### src/rtl/rename_pkg.sv
/*
 * Rename stage shared definitions
 * Physical register tag type, lane count and the widths derived from them
 */
package rename_pkg;

	// ==============================
	// Lane and register file limits
	// ==============================

	// One rename lane per register bank, four of each
	localparam int NLANES = 4;

	// Largest register file a tag can address
	localparam int PREGS_MAX = 256;

	// Tag width and its split into a bank select and an index within the bank
	localparam int TAG_W = $clog2(PREGS_MAX);
	localparam int BANK_SEL_W = $clog2(NLANES);
	localparam int BANK_IDX_W = TAG_W - BANK_SEL_W;

	// ==============================
	// Types
	// ==============================

	// Physical register tag, the bank sits in the top bits
	typedef logic [TAG_W-1:0] pregno_t;

	// Offset of a tag within its own bank
	typedef logic [BANK_IDX_W-1:0] bank_idx_t;

	// One bit per lane, for requests and per-lane strobes
	typedef logic [NLANES-1:0] lane_mask_t;

endpackage

### src/rtl/free_fifo_if.sv
/*
 * Link between one register bank's scanner, its ready-tag FIFO
 * and the matching allocator lane
 */
`timescale 1ns/10ps

interface free_fifo_if;
	import rename_pkg::*;

	// Refill side, the scanner pushes the lowest pending tag of the bank
	logic refill;
	pregno_t refill_tag;
	logic full;

	// Grant side, the allocator takes the oldest ready tag
	pregno_t head_tag;
	logic empty;
	logic pop;

	// Producer only sees whether it may push
	modport scanner (output refill, output refill_tag, input full);

	// The FIFO owns the occupancy flags and the head entry
	modport fifo (
		input refill, input refill_tag, input pop,
		output full, output head_tag, output empty
	);

	// Consumer pops while the head is valid
	modport allocator (input head_tag, input empty, output pop);

endinterface

### src/rtl/free_list_scanner.sv
/*
 * Pending-free bitmap of the physical register file
 * Collects single and flush frees, then refills every bank FIFO
 * with the lowest pending tag of that bank once per cycle
 */
`timescale 1ns/10ps

module free_list_scanner #(
	parameter int PREGS = rename_pkg::PREGS_MAX
) (
	input logic clk,
	input logic rst,
	input logic en,
	input rename_pkg::lane_mask_t free_valid,
	input rename_pkg::pregno_t [rename_pkg::NLANES-1:0] free_tag,
	input logic [PREGS-1:0] flush_free,
	free_fifo_if.scanner bank [rename_pkg::NLANES]
);
	import rename_pkg::*;

	// Each bank owns this many consecutive tags
	localparam int BANK_SIZE = PREGS / NLANES;

	// Tags waiting to be pushed into their bank FIFO
	logic [PREGS-1:0] pending;

	// Decoded single frees from the retire lanes
	logic [PREGS-1:0] free_mask;

	// Tags leaving the bitmap for a FIFO this cycle
	logic [PREGS-1:0] take_mask;

	// Per-bank refill state
	lane_mask_t bank_full;
	lane_mask_t bank_any;
	lane_mask_t take;
	pregno_t take_tag [NLANES];

	// Priority encoder, the lowest set bit of one bank slice wins
	function automatic bank_idx_t lowest_set(input logic [BANK_SIZE-1:0] slice);
		bank_idx_t pos;
		pos = '0;
		// Scan downward so the last hit is the lowest index
		for (int i = BANK_SIZE - 1; i >= 0; i--) begin
			if (slice[i]) begin
				pos = bank_idx_t'(i);
			end
		end
		return pos;
	endfunction

	// ==============================
	// Per-bank refill
	// ==============================

	for (genvar b = 0; b < NLANES; b++) begin : g_bank
		// First tag of this bank
		localparam pregno_t BASE = pregno_t'(b * BANK_SIZE);
		logic [BANK_SIZE-1:0] slice;

		assign slice = pending[b*BANK_SIZE +: BANK_SIZE];
		assign bank_any[b] = |slice;
		assign bank_full[b] = bank[b].full;

		// A full FIFO leaves this bank's pending bits untouched
		assign take[b] = en & bank_any[b] & ~bank_full[b];
		assign take_tag[b] = BASE + pregno_t'(lowest_set(slice));

		assign bank[b].refill = take[b];
		assign bank[b].refill_tag = take_tag[b];
	end

	// ==============================
	// Bitmap update
	// ==============================

	// Turn the lane tags into bitmap masks
	always_comb begin
		free_mask = '0;
		take_mask = '0;
		for (int l = 0; l < NLANES; l++) begin
			if (free_valid[l]) begin
				free_mask[free_tag[l]] = 1'b1;
			end
			if (take[l]) begin
				take_mask[take_tag[l]] = 1'b1;
			end
		end
	end

	// Every register starts out free and pending, so the FIFOs fill after reset.
	// Frees are merged on the same edge that the refilled bits are cleared,
	// which makes a freed tag refillable from the next cycle on
	always_ff @(posedge clk) begin
		if (rst) begin
			pending <= '1;
		end else if (en) begin
			pending <= (pending & ~take_mask) | free_mask | flush_free;
		end
	end

endmodule

### src/rtl/free_tag_fifo.sv
/*
 * Circular FIFO of ready physical register tags for one bank
 * Occupancy count gives full and empty, the oldest entry is the head
 */
`timescale 1ns/10ps

module free_tag_fifo #(
	parameter int FIFO_DEPTH = 8
) (
	input logic clk,
	input logic rst,
	input logic en,
	free_fifo_if.fifo port
);
	import rename_pkg::*;

	// Depth is a power of two, so the pointers wrap by themselves
	localparam int PTR_W = $clog2(FIFO_DEPTH);

	typedef logic [PTR_W-1:0] ptr_t;
	typedef logic [PTR_W:0] count_t;

	// Tag storage
	pregno_t mem [FIFO_DEPTH];

	ptr_t wr_ptr;
	ptr_t rd_ptr;
	count_t count;

	// Qualified transfers
	logic do_push;
	logic do_pop;

	// ==============================
	// Flags and head
	// ==============================

	assign port.full = count == count_t'(FIFO_DEPTH);
	assign port.empty = count == '0;

	// Head is only meaningful while the FIFO holds something
	assign port.head_tag = mem[rd_ptr];

	// A push and a pop may land on the same edge
	assign do_push = en & port.refill & ~port.full;
	assign do_pop = en & port.pop & ~port.empty;

	// ==============================
	// Storage and pointers
	// ==============================

	always_ff @(posedge clk) begin
		if (do_push) begin
			mem[wr_ptr] <= port.refill_tag;
		end
	end

	always_ff @(posedge clk) begin
		if (rst) begin
			wr_ptr <= '0;
			rd_ptr <= '0;
			count <= '0;
		end else begin
			if (do_push) begin
				wr_ptr <= wr_ptr + 1'b1;
			end
			// Head moves to the next entry one cycle after the pop
			if (do_pop) begin
				rd_ptr <= rd_ptr + 1'b1;
			end
			// Simultaneous push and pop leave the count alone
			if (do_push && !do_pop) begin
				count <= count + 1'b1;
			end else if (do_pop && !do_push) begin
				count <= count - 1'b1;
			end
		end
	end

endmodule

### src/rtl/rename_allocator.sv
/*
 * Tag allocator for the four rename lanes
 * Grants bank FIFO heads, raises a group stall and keeps the
 * availability bitmap that the reorder buffer records
 */
`timescale 1ns/10ps

module rename_allocator #(
	parameter int PREGS = rename_pkg::PREGS_MAX
) (
	input logic clk,
	input logic rst,
	input logic en,
	input rename_pkg::lane_mask_t alloc,
	input rename_pkg::lane_mask_t free_valid,
	input rename_pkg::pregno_t [rename_pkg::NLANES-1:0] free_tag,
	input logic [PREGS-1:0] flush_free,
	free_fifo_if.allocator lane [rename_pkg::NLANES],
	output rename_pkg::pregno_t [rename_pkg::NLANES-1:0] alloc_tag,
	output logic stall,
	output logic [PREGS-1:0] avail
);
	import rename_pkg::*;

	// Lane view of the bank FIFOs
	lane_mask_t lane_empty;

	// Lanes that take a tag this cycle
	lane_mask_t grant;

	// Bitmap forms of the grants and the single frees
	logic [PREGS-1:0] grant_mask;
	logic [PREGS-1:0] free_mask;

	// ==============================
	// Grant and stall
	// ==============================

	for (genvar l = 0; l < NLANES; l++) begin : g_lane
		assign lane_empty[l] = lane[l].empty;
		// Each lane is served only from its own bank
		assign alloc_tag[l] = lane[l].head_tag;
		assign lane[l].pop = grant[l];
	end

	// Any requesting lane with a dry bank holds up the whole group
	assign stall = |(alloc & lane_empty);

	// Without a stall every requesting lane is granted together
	assign grant = alloc & {NLANES{en & ~stall}};

	// ==============================
	// Availability bitmap
	// ==============================

	always_comb begin
		grant_mask = '0;
		free_mask = '0;
		for (int l = 0; l < NLANES; l++) begin
			if (grant[l]) begin
				grant_mask[alloc_tag[l]] = 1'b1;
			end
			if (free_valid[l]) begin
				free_mask[free_tag[l]] = 1'b1;
			end
		end
	end

	// The whole register file is available out of reset.
	// Granted tags drop and freed tags rise one cycle after the event.
	// A live tag can never be granted and freed on the same edge,
	// so the order of clear and set does not matter for legal traffic
	always_ff @(posedge clk) begin
		if (rst) begin
			avail <= '1;
		end else if (en) begin
			avail <= (avail & ~grant_mask) | free_mask | flush_free;
		end
	end

endmodule

### src/rtl/reg_renamer.sv
/*
 * Physical register free list of the rename stage
 * Pending-free scanner, one ready-tag FIFO per bank and the lane allocator
 */
`timescale 1ns/10ps

module reg_renamer #(
	parameter int PREGS = rename_pkg::PREGS_MAX,
	parameter int FIFO_DEPTH = 8
) (
	input logic clk,
	input logic rst,
	input logic en,
	input rename_pkg::lane_mask_t alloc,
	input rename_pkg::lane_mask_t free_valid,
	input rename_pkg::pregno_t [rename_pkg::NLANES-1:0] free_tag,
	input logic [PREGS-1:0] flush_free,
	output rename_pkg::pregno_t [rename_pkg::NLANES-1:0] alloc_tag,
	output logic stall,
	output logic [PREGS-1:0] avail
);
	import rename_pkg::*;

	// One link per bank, shared by the scanner, the FIFO and the allocator
	free_fifo_if bank_if [NLANES] ();

	// ==============================
	// Producer
	// ==============================

	// Frees are seen here and in the allocator on the same edge
	free_list_scanner #(
		.PREGS(PREGS)
	) scanner_i (
		.clk(clk),
		.rst(rst),
		.en(en),
		.free_valid(free_valid),
		.free_tag(free_tag),
		.flush_free(flush_free),
		.bank(bank_if)
	);

	// Ready-tag buffer per bank
	for (genvar b = 0; b < NLANES; b++) begin : g_fifo
		free_tag_fifo #(
			.FIFO_DEPTH(FIFO_DEPTH)
		) fifo_i (
			.clk(clk),
			.rst(rst),
			.en(en),
			.port(bank_if[b])
		);
	end

	// ==============================
	// Consumer
	// ==============================

	// Grants, stall and the availability bitmap
	rename_allocator #(
		.PREGS(PREGS)
	) allocator_i (
		.clk(clk),
		.rst(rst),
		.en(en),
		.alloc(alloc),
		.free_valid(free_valid),
		.free_tag(free_tag),
		.flush_free(flush_free),
		.lane(bank_if),
		.alloc_tag(alloc_tag),
		.stall(stall),
		.avail(avail)
	);

endmodule

### config.mk
export PLATFORM = sky130hd
export DESIGN_NAME = reg_renamer
export DESIGN_NICKNAME = d
export VERILOG_FILES = /design/src/rtl/rename_pkg.sv /design/src/rtl/free_fifo_if.sv /design/src/rtl/free_list_scanner.sv /design/src/rtl/free_tag_fifo.sv /design/src/rtl/rename_allocator.sv /design/src/rtl/reg_renamer.sv
export SDC_FILE = /design/constraint.sdc
export NUM_CORES = 2
export LEC_CHECK = 0
export ABC_CLOCK_PERIOD_IN_PS = 6100
export BUFFER_PORTS_ARGS = -buffer_cell sky130_fd_sc_hd__buf_2
export CORE_UTILIZATION = 30
export CTS_CLUSTER_SIZE = 8
export DETAILED_ROUTE_END_ITERATION = 16
export GPL_TIMING_DRIVEN = 0
export SKIP_CTS_REPAIR_TIMING = 1
export SYNTH_ARGS = -nofsm -noshare
export SYNTH_HDL_FRONTEND = slang
export SYNTH_SLANG_ARGS = --single-unit
### constraint.sdc
create_clock -name clk -period 6.1 [get_ports clk]
set_input_delay 1.22 -clock clk [delete_from_list [all_inputs] [get_ports clk]]
set_output_delay 1.22 -clock clk [all_outputs]
set_load 0.02 [all_outputs]
# Yosys cells after proc, flatten, opt, wreduce, memory -nomap -nowiden

Memories as Yosys holds them, arrays and structs flattened. A register that Yosys moved wholly into a read port is not among the register bits.
Index checks and enable logic that the tools add are counted.

Register bits after elaboration: 552
RAM bits: 240
Logic and storage cells: 475
Memories: 4

Add/sub/neg operators: 19
Order comparisons: 24
Equal/unequal tests: 4
Muxes and demuxes: 316
Bitwise operators: 53
Reduce and logical (&&, ||, !) cells: 41

Memory list:

| name                 | depth | bits a word | read ports | clocked after Yosys merged registers in | wr ports | RTL line            | text |
|---|---|---|---|---|---|---|---|
| g_fifo[1].fifo_i.mem | 8     | 8           | 1          | 1                                       | 1        | free_tag_fifo.sv:24 | `pregno_t mem [FIFO_DEPTH];` |
| g_fifo[2].fifo_i.mem | 8     | 8           | 1          | 1                                       | 1        | free_tag_fifo.sv:24 |  |
| g_fifo[3].fifo_i.mem | 8     | 8           | 1          | 1                                       | 1        | free_tag_fifo.sv:24 |  |
| g_fifo[0].fifo_i.mem | 8     | 6           | 1          | 1                                       | 1        | free_tag_fifo.sv:24 |  |

Operator list:

| kind                  | count |
|---|---|
| $or A256 B256 Y256    | 12 |
| $mux W256             | 11 |
| $mux W6               | 256 |
| $and A256 B256 Y256   | 2 |
| $not A256 Y256        | 2 |
| $or A64 B256 Y256     | 1 |
| $reduce_or A64 Y1     | 4 |
| $lt A8 B9 Y1 const B  | 11 |
| $demux W1 S8          | 11 |
| $ge A8 B1 Y1 const B  | 11 |
| $mux W64              | 1 |
| $mux W4               | 8 |
| $and A1 B1 Y1         | 25 |
| $add A3 B1 Y3 const B | 8 |
| $mux W3               | 8 |
| $logic_and A1 B1 Y1   | 20 |
| $mux W1               | 20 |
| $add A4 B1 Y4 const B | 4 |
| $eq A4 B4 Y1 const B  | 4 |
| $logic_not A4 Y1      | 4 |
| $sub A4 B1 Y4 const B | 4 |
| $lt A6 B9 Y1 const B  | 1 |
| $not A1 Y1            | 9 |
| $add A7 B6 Y8 const A | 1 |
| 8 further kinds       | 19 |

# Longest topological paths before layout

Depth after elaboration: 79
Depth in mapped cells: 14

# By module

A second synthesis with hierarchy kept.

Cells, all modules: 7,043
Area, all modules: 56,434.1 µm²

By module, submodules not included:

| module            | times used | cells an instance | area each (µm²) | sequential area each (µm²) |
|---|---|---|---|---|
| rename_allocator  | 1          | 3,618             | 24,192.0        | 5,124.9 |
| free_list_scanner | 1          | 2,757             | 19,740.2        | 5,124.9 |
| free_tag_fifo     | 4          | 167               | 3,125.5         | 2,182.1 |

# Worst setup path before layout

OpenSTA, ideal clock, no wires.

Path kind: input to register
From: input port alloc[1]
To: register g_fifo[2].fifo_i.count[3]
Arrival time: 3.553 ns
Setup slack: 2.477 ns
Cell stages on the path: 13
Cells stage by stage: nor2b_1 a32oi_1 and4_1 clkbuf_1 nand2_1 ha_1 inv_1 ha_1 a21o_1 a21oi_1 xnor2_1 or3_1 a21oi_1

Longest elaborated chain between the ends: 10
Elaborated cells on any way between the ends: 12
Classes of those cells: mux: 1; bitwise: 6; reduce/logical: 5

RTL lines:

| element                                       | RTL line               | text |
|---|---|---|
| from (decl)                                   | reg_renamer.sv:14      | `input rename_pkg::lane_mask_t alloc,` |
| $and A4 B4 Y4 *                               | rename_allocator.sv:47 | `assign stall = \|(alloc & lane_empty);` |
| $reduce_or A4 Y1 *                            | rename_allocator.sv:47 |  |
| $not A1 Y1 *                                  | rename_allocator.sv:50 | `assign grant = alloc & {NLANES{en & ~stall}};` |
| $and A1 B1 Y1 *                               | rename_allocator.sv:50 |  |
| $and A4 B4 Y4 *                               | rename_allocator.sv:50 |  |
| $and A1 B1 Y1 * (2 in series)                 | free_tag_fifo.sv:46    | `assign do_pop = en & port.pop & ~port.empty;` |
| $logic_not A1 Y1                              | free_tag_fifo.sv:72    | `if (do_push && !do_pop) begin` |
| $logic_and A1 B1 Y1                           | free_tag_fifo.sv:72    |  |
| $mux W4 or $reduce_bool A2 Y1 (tied branches) | -                      |  |
| to (signal assigned)                          | free_tag_fifo.sv:73    | `count <= count + 1'b1;` |
| to (signal assigned)                          | free_tag_fifo.sv:75    | `count <= count - 1'b1;` |
| to (decl)                                     | free_tag_fifo.sv:28    | `count_t count;` |

Mark *: on every way between the ends. The rest lies on a longest branch, timed or not.
A chain may end at the register's enable or synchronous reset.

# Final worst setup path

From: input port alloc[1]
To: register g_fifo[0].fifo_i.count[3]

Longest elaborated chain between the ends: 10
Elaborated cells on any way between the ends: 12
Classes of those cells: mux: 1; bitwise: 6; reduce/logical: 5

RTL lines:

| element                                       | RTL line |
|---|---|
| $and A4 B4 Y4 *                               | rename_allocator.sv:47 |
| $reduce_or A4 Y1 *                            | rename_allocator.sv:47 |
| $not A1 Y1 *                                  | rename_allocator.sv:50 |
| $and A1 B1 Y1 *                               | rename_allocator.sv:50 |
| $and A4 B4 Y4 *                               | rename_allocator.sv:50 |
| $and A1 B1 Y1 * (2 in series)                 | free_tag_fifo.sv:46 |
| $logic_not A1 Y1                              | free_tag_fifo.sv:72 |
| $logic_and A1 B1 Y1                           | free_tag_fifo.sv:72 |
| $mux W4 or $reduce_bool A2 Y1 (tied branches) | - |
| to (signal assigned)                          | free_tag_fifo.sv:73 |
| to (signal assigned)                          | free_tag_fifo.sv:75 |
| to (decl)                                     | free_tag_fifo.sv:28 |

Marks and branches as above.

==> results_dict.tcl <==
set metrics [dict create \
    placed_cells 6608 \
    static-leakage-power_nw 15.2 \
    totalWireLength_um 236000 \
    postSynthAreaPerCell_um2 8.42 \
    tritoncts "done" \
    gr-total-overflow 0 \
    synth_cell_type_count 75 \
    crit_type "primary input to flip-flop" \
    final.min_clock_period_ns 5.03 \
    layout.cells.most_common "sky130_fd_sc_hd__nand2_1" \
    finalNetCount 5414 \
    power_density_mw_per_mm2 295 \
    grt_max_degree 18 \
    clk_latency_ns 0.72 \
    synth_compound_area_share_pct 23.6 \
    chipWidth_um 354 \
    synth-adder-area-share_pct 0.890 \
    synth-seq-area-share_pct 46.0 \
    worst_slew_margin_rel_pct -16.3 \
    first_pass_grt_wire_length_um 313000 \
    clock_sinks 756 \
    placement_rows 128 \
    ff2ff_setup_slack_ns 1.33 \
    muxShareOfSynthArea_pct 3.93 \
    grt_usage_pct 35.9 \
    core_mm2 0.122 \
    maximum_capacitance_violations 21 \
    synth.ff_latch_count 756 \
    clock_tree.root_cell "sky130_fd_sc_hd__clkbuf_16" \
    worstPathArrival_ns 5.64 \
    finalCritPeriodShare_pct 82.5 \
    critPathRequiredTime_ns 6.71 \
    clock_h_tree_levels 3 \
    min_path_cells 2 \
    synthFlopType "sky130_fd_sc_hd__dfxtp_1" \
    final_antenna_net_count 0 \
    holdCritPathClass "flip-flop to flip-flop" \
    antenna_found_initial 60 \
    violations_in_the_final_reports "capacitance limit, slew limit" \
    critPathCapture "g_fifo[0].fifo_i.count[3]" \
    finClkSkew_ns 0.0411 \
    areaGrowthSynthToFinish_pct 21.7 \
    finish.cell_count_without_fillers 6804 \
    tightestPinTransition_ns 1.74 \
    yosysWarnings 0 \
    io_pins 588 \
    synth_xor_area_share_pct 0.590 \
    via_per_inst 6.22 \
    wl_per_cell_um 34.6 \
    post-route-util_pct 36.9 \
    largest_family_of_logic_cells_by_synthesized_area "compound AO/OA/AOI/OAI gates" \
    cts.path.max_buffers 3 \
    route.detailed.drc 0 \
    dieArea_mm2 0.125 \
    async_reset_ff_share_pct 0 \
    synthesized_cell_area_mm2 0.0371 \
    drv_slew 209 \
    max_clock_freq_ghz 0.199 \
    vias 42300 \
    post-dp-hpwl_um 183000 \
    rsz0062_at_grt "no" \
    grt_pass1_vias 38600 \
    io_buffer_count 571 \
    hold_viol 0 \
    regToRegStartpoint "g_fifo[1].fifo_i.count[0]" \
    start_util_pct 30.4 \
    count_of_flip_flops_with_a_built_in_enable_after_synthesis 192 \
    final_report_setup_violation_count 0 \
    synth_cells 4406 \
    ff2ff_path_depth 13 \
    gp_congestion 1.07 \
    dieHeight_um 354 \
    n_fill_cell 12900 \
    critPathMaxFanout 10 \
    first_drt_iteration_drcs 7012 \
    r2r-end "g_fifo[0].fifo_i.count[3]" \
    drive_above_1_share_pct 15.3 \
    worstSetupStartpoint "alloc[1]" \
    status "complete, but fails checks" \
    synth-simple-area-share_pct 21.7 \
    worstSetupEndpointType "flip-flop" \
    ir_drop_v 0.000217 \
    drt_pre_antenna_iters 11 \
    cts_made_buffers 106 \
    cp-start-kind "primary input" \
    worst_setup_hold_path_clk_slew_ns 0.05 \
    layout.cells.most_common_list "sky130_fd_sc_hd__nand2_1 (755), sky130_fd_sc_hd__buf_2 (581), sky130_fd_sc_hd__dfxtp_1 (564)" \
]
sequential cells by signal (all words and copies together), names as in the netlist, named ones only:
register	cells
g_fifo.fifo_i.rd_ptr	12
scanner_i.pending	256
g_fifo.fifo_i.count	16
g_fifo.fifo_i.mem	192
g_fifo.fifo_i.wr_ptr	12
allocator_i.avail	256
synth_stat cells (all sizes together) (8+ instances only):
library cell	n	share of area [%]
a21o	8	0.16
a21oi	325	4.4
a221o	9	0.24
and2	22	0.37
and3	13	0.22
buf	22	0.34
clkbuf	228	2.3
dfxtp	564	30
edfxtp	192	16
ha	20	0.67
inv	70	0.71
mux2	14	0.42
mux2i	22	0.59
mux4	48	2.9
nand2	756	7.7
nand2b	45	0.76
nand3	75	1.0
nand4	29	0.49
nor2	221	2.2
nor2b	59	0.99
nor3	78	1.1
nor4	65	1.1
o21a	14	0.28
o21ai	488	6.6
o21bai	13	0.26
o22ai	507	8.5
o31ai	65	1.3
or3	273	4.6
or4	31	0.63
xnor2	9	0.21
xor2	16	0.38
how the worst min path moves through the flow:
stage,start,end,slack (ns)
2_1_floorplan,scanner_i.pending[2],scanner_i.pending[2],0.45
3_3_place_gp,allocator_i.avail[46],allocator_i.avail[46],0.45
3_5_place_dp,allocator_i.avail[57],allocator_i.avail[57],0.45
4_1_cts,allocator_i.avail[65],allocator_i.avail[65],0.46
5_1_grt,allocator_i.avail[78],allocator_i.avail[78],0.47
6_report,allocator_i.avail[41],allocator_i.avail[41],0.46
cell families (layout without fill, tap and decap cells):
logic type,count (synthesis),in the layout
other,2,43
AND/OR/NAND/NOR,1692,1692
AO/OA/AOI/OAI,1503,1503
XOR/XNOR,25,25
buffers and inverters,320,1052
adder cells (fa/ha/maj),24,24
flip-flops,756,756
multiplexers,84,84
critical path: stages:
cell and delay (ns):
sky130_fd_sc_hd__buf_2 0.16, sky130_fd_sc_hd__nor2b_1 0.26, sky130_fd_sc_hd__a32oi_1 0.40, sky130_fd_sc_hd__and4_1 0.50, sky130_fd_sc_hd__clkbuf_1 1.05, sky130_fd_sc_hd__nand2_1 0.42
sky130_fd_sc_hd__ha_1 0.36, sky130_fd_sc_hd__inv_1 0.11, sky130_fd_sc_hd__ha_1 0.24, sky130_fd_sc_hd__a21o_1 0.17, sky130_fd_sc_hd__a21oi_1 0.17, sky130_fd_sc_hd__xnor2_1 0.10
sky130_fd_sc_hd__or3_1 0.31, sky130_fd_sc_hd__a21oi_1 0.14
layer usage:
layer	up-vias	share of wire, %	track usage (%)
met3	767	14	14.6
met2	3034	42	52.3
met1	20600	39	45.7
met4	40	5.8	17.4
met5	-	0.11	0.377
li1	17900	-	-
report_power, final:
group | total, W | internal, W | switching (W)
Sequential | 0.00542 | 0.00530 | 0.000119
Combinational | 0.00233 | 0.000689 | 0.00165
Clock | 0.00555 | 0.00328 | 0.00227
Total | 0.0133 | 0.00927 | 0.00404
layout make-up:
cell class / count / area (µm²) / area share, %
repair buffers: 571 / 2860 / 6.33
multi-input cells: 3336 / 18800 / 41.7
inverters: 70 / 263 / 0.582
clock inverters: 8 / 143 / 0.316
clock buffers: 153 / 2890 / 6.40
plain buffers: 250 / 985 / 2.18
diodes: 35 / 87.6 / 0.194
well taps: 1625 / 2030 / 4.50
flip-flops and latches: 756 / 17100 / 37.8
stage by stage:
stage | power (W) | setup slack [ns] | area [µm²] | hold WS (ns) | TNS, ns
after floorplan | 0.00676 | 2.48 | 37100 | 0.448 | 0
after global placement | 0.00774 | -0.0122 | 42000 | 0.447 | -0.0122
after detailed placement | 0.00778 | 0.430 | 42000 | 0.451 | 0
after CTS | 0.0133 | 1.16 | 45100 | 0.460 | 0
after global routing | 0.0137 | 0.925 | 45100 | 0.470 | 0
final | 0.0133 | 1.07 | 45100 | 0.457 | 0
Note: power is estimated with default switching activity, not from simulation.
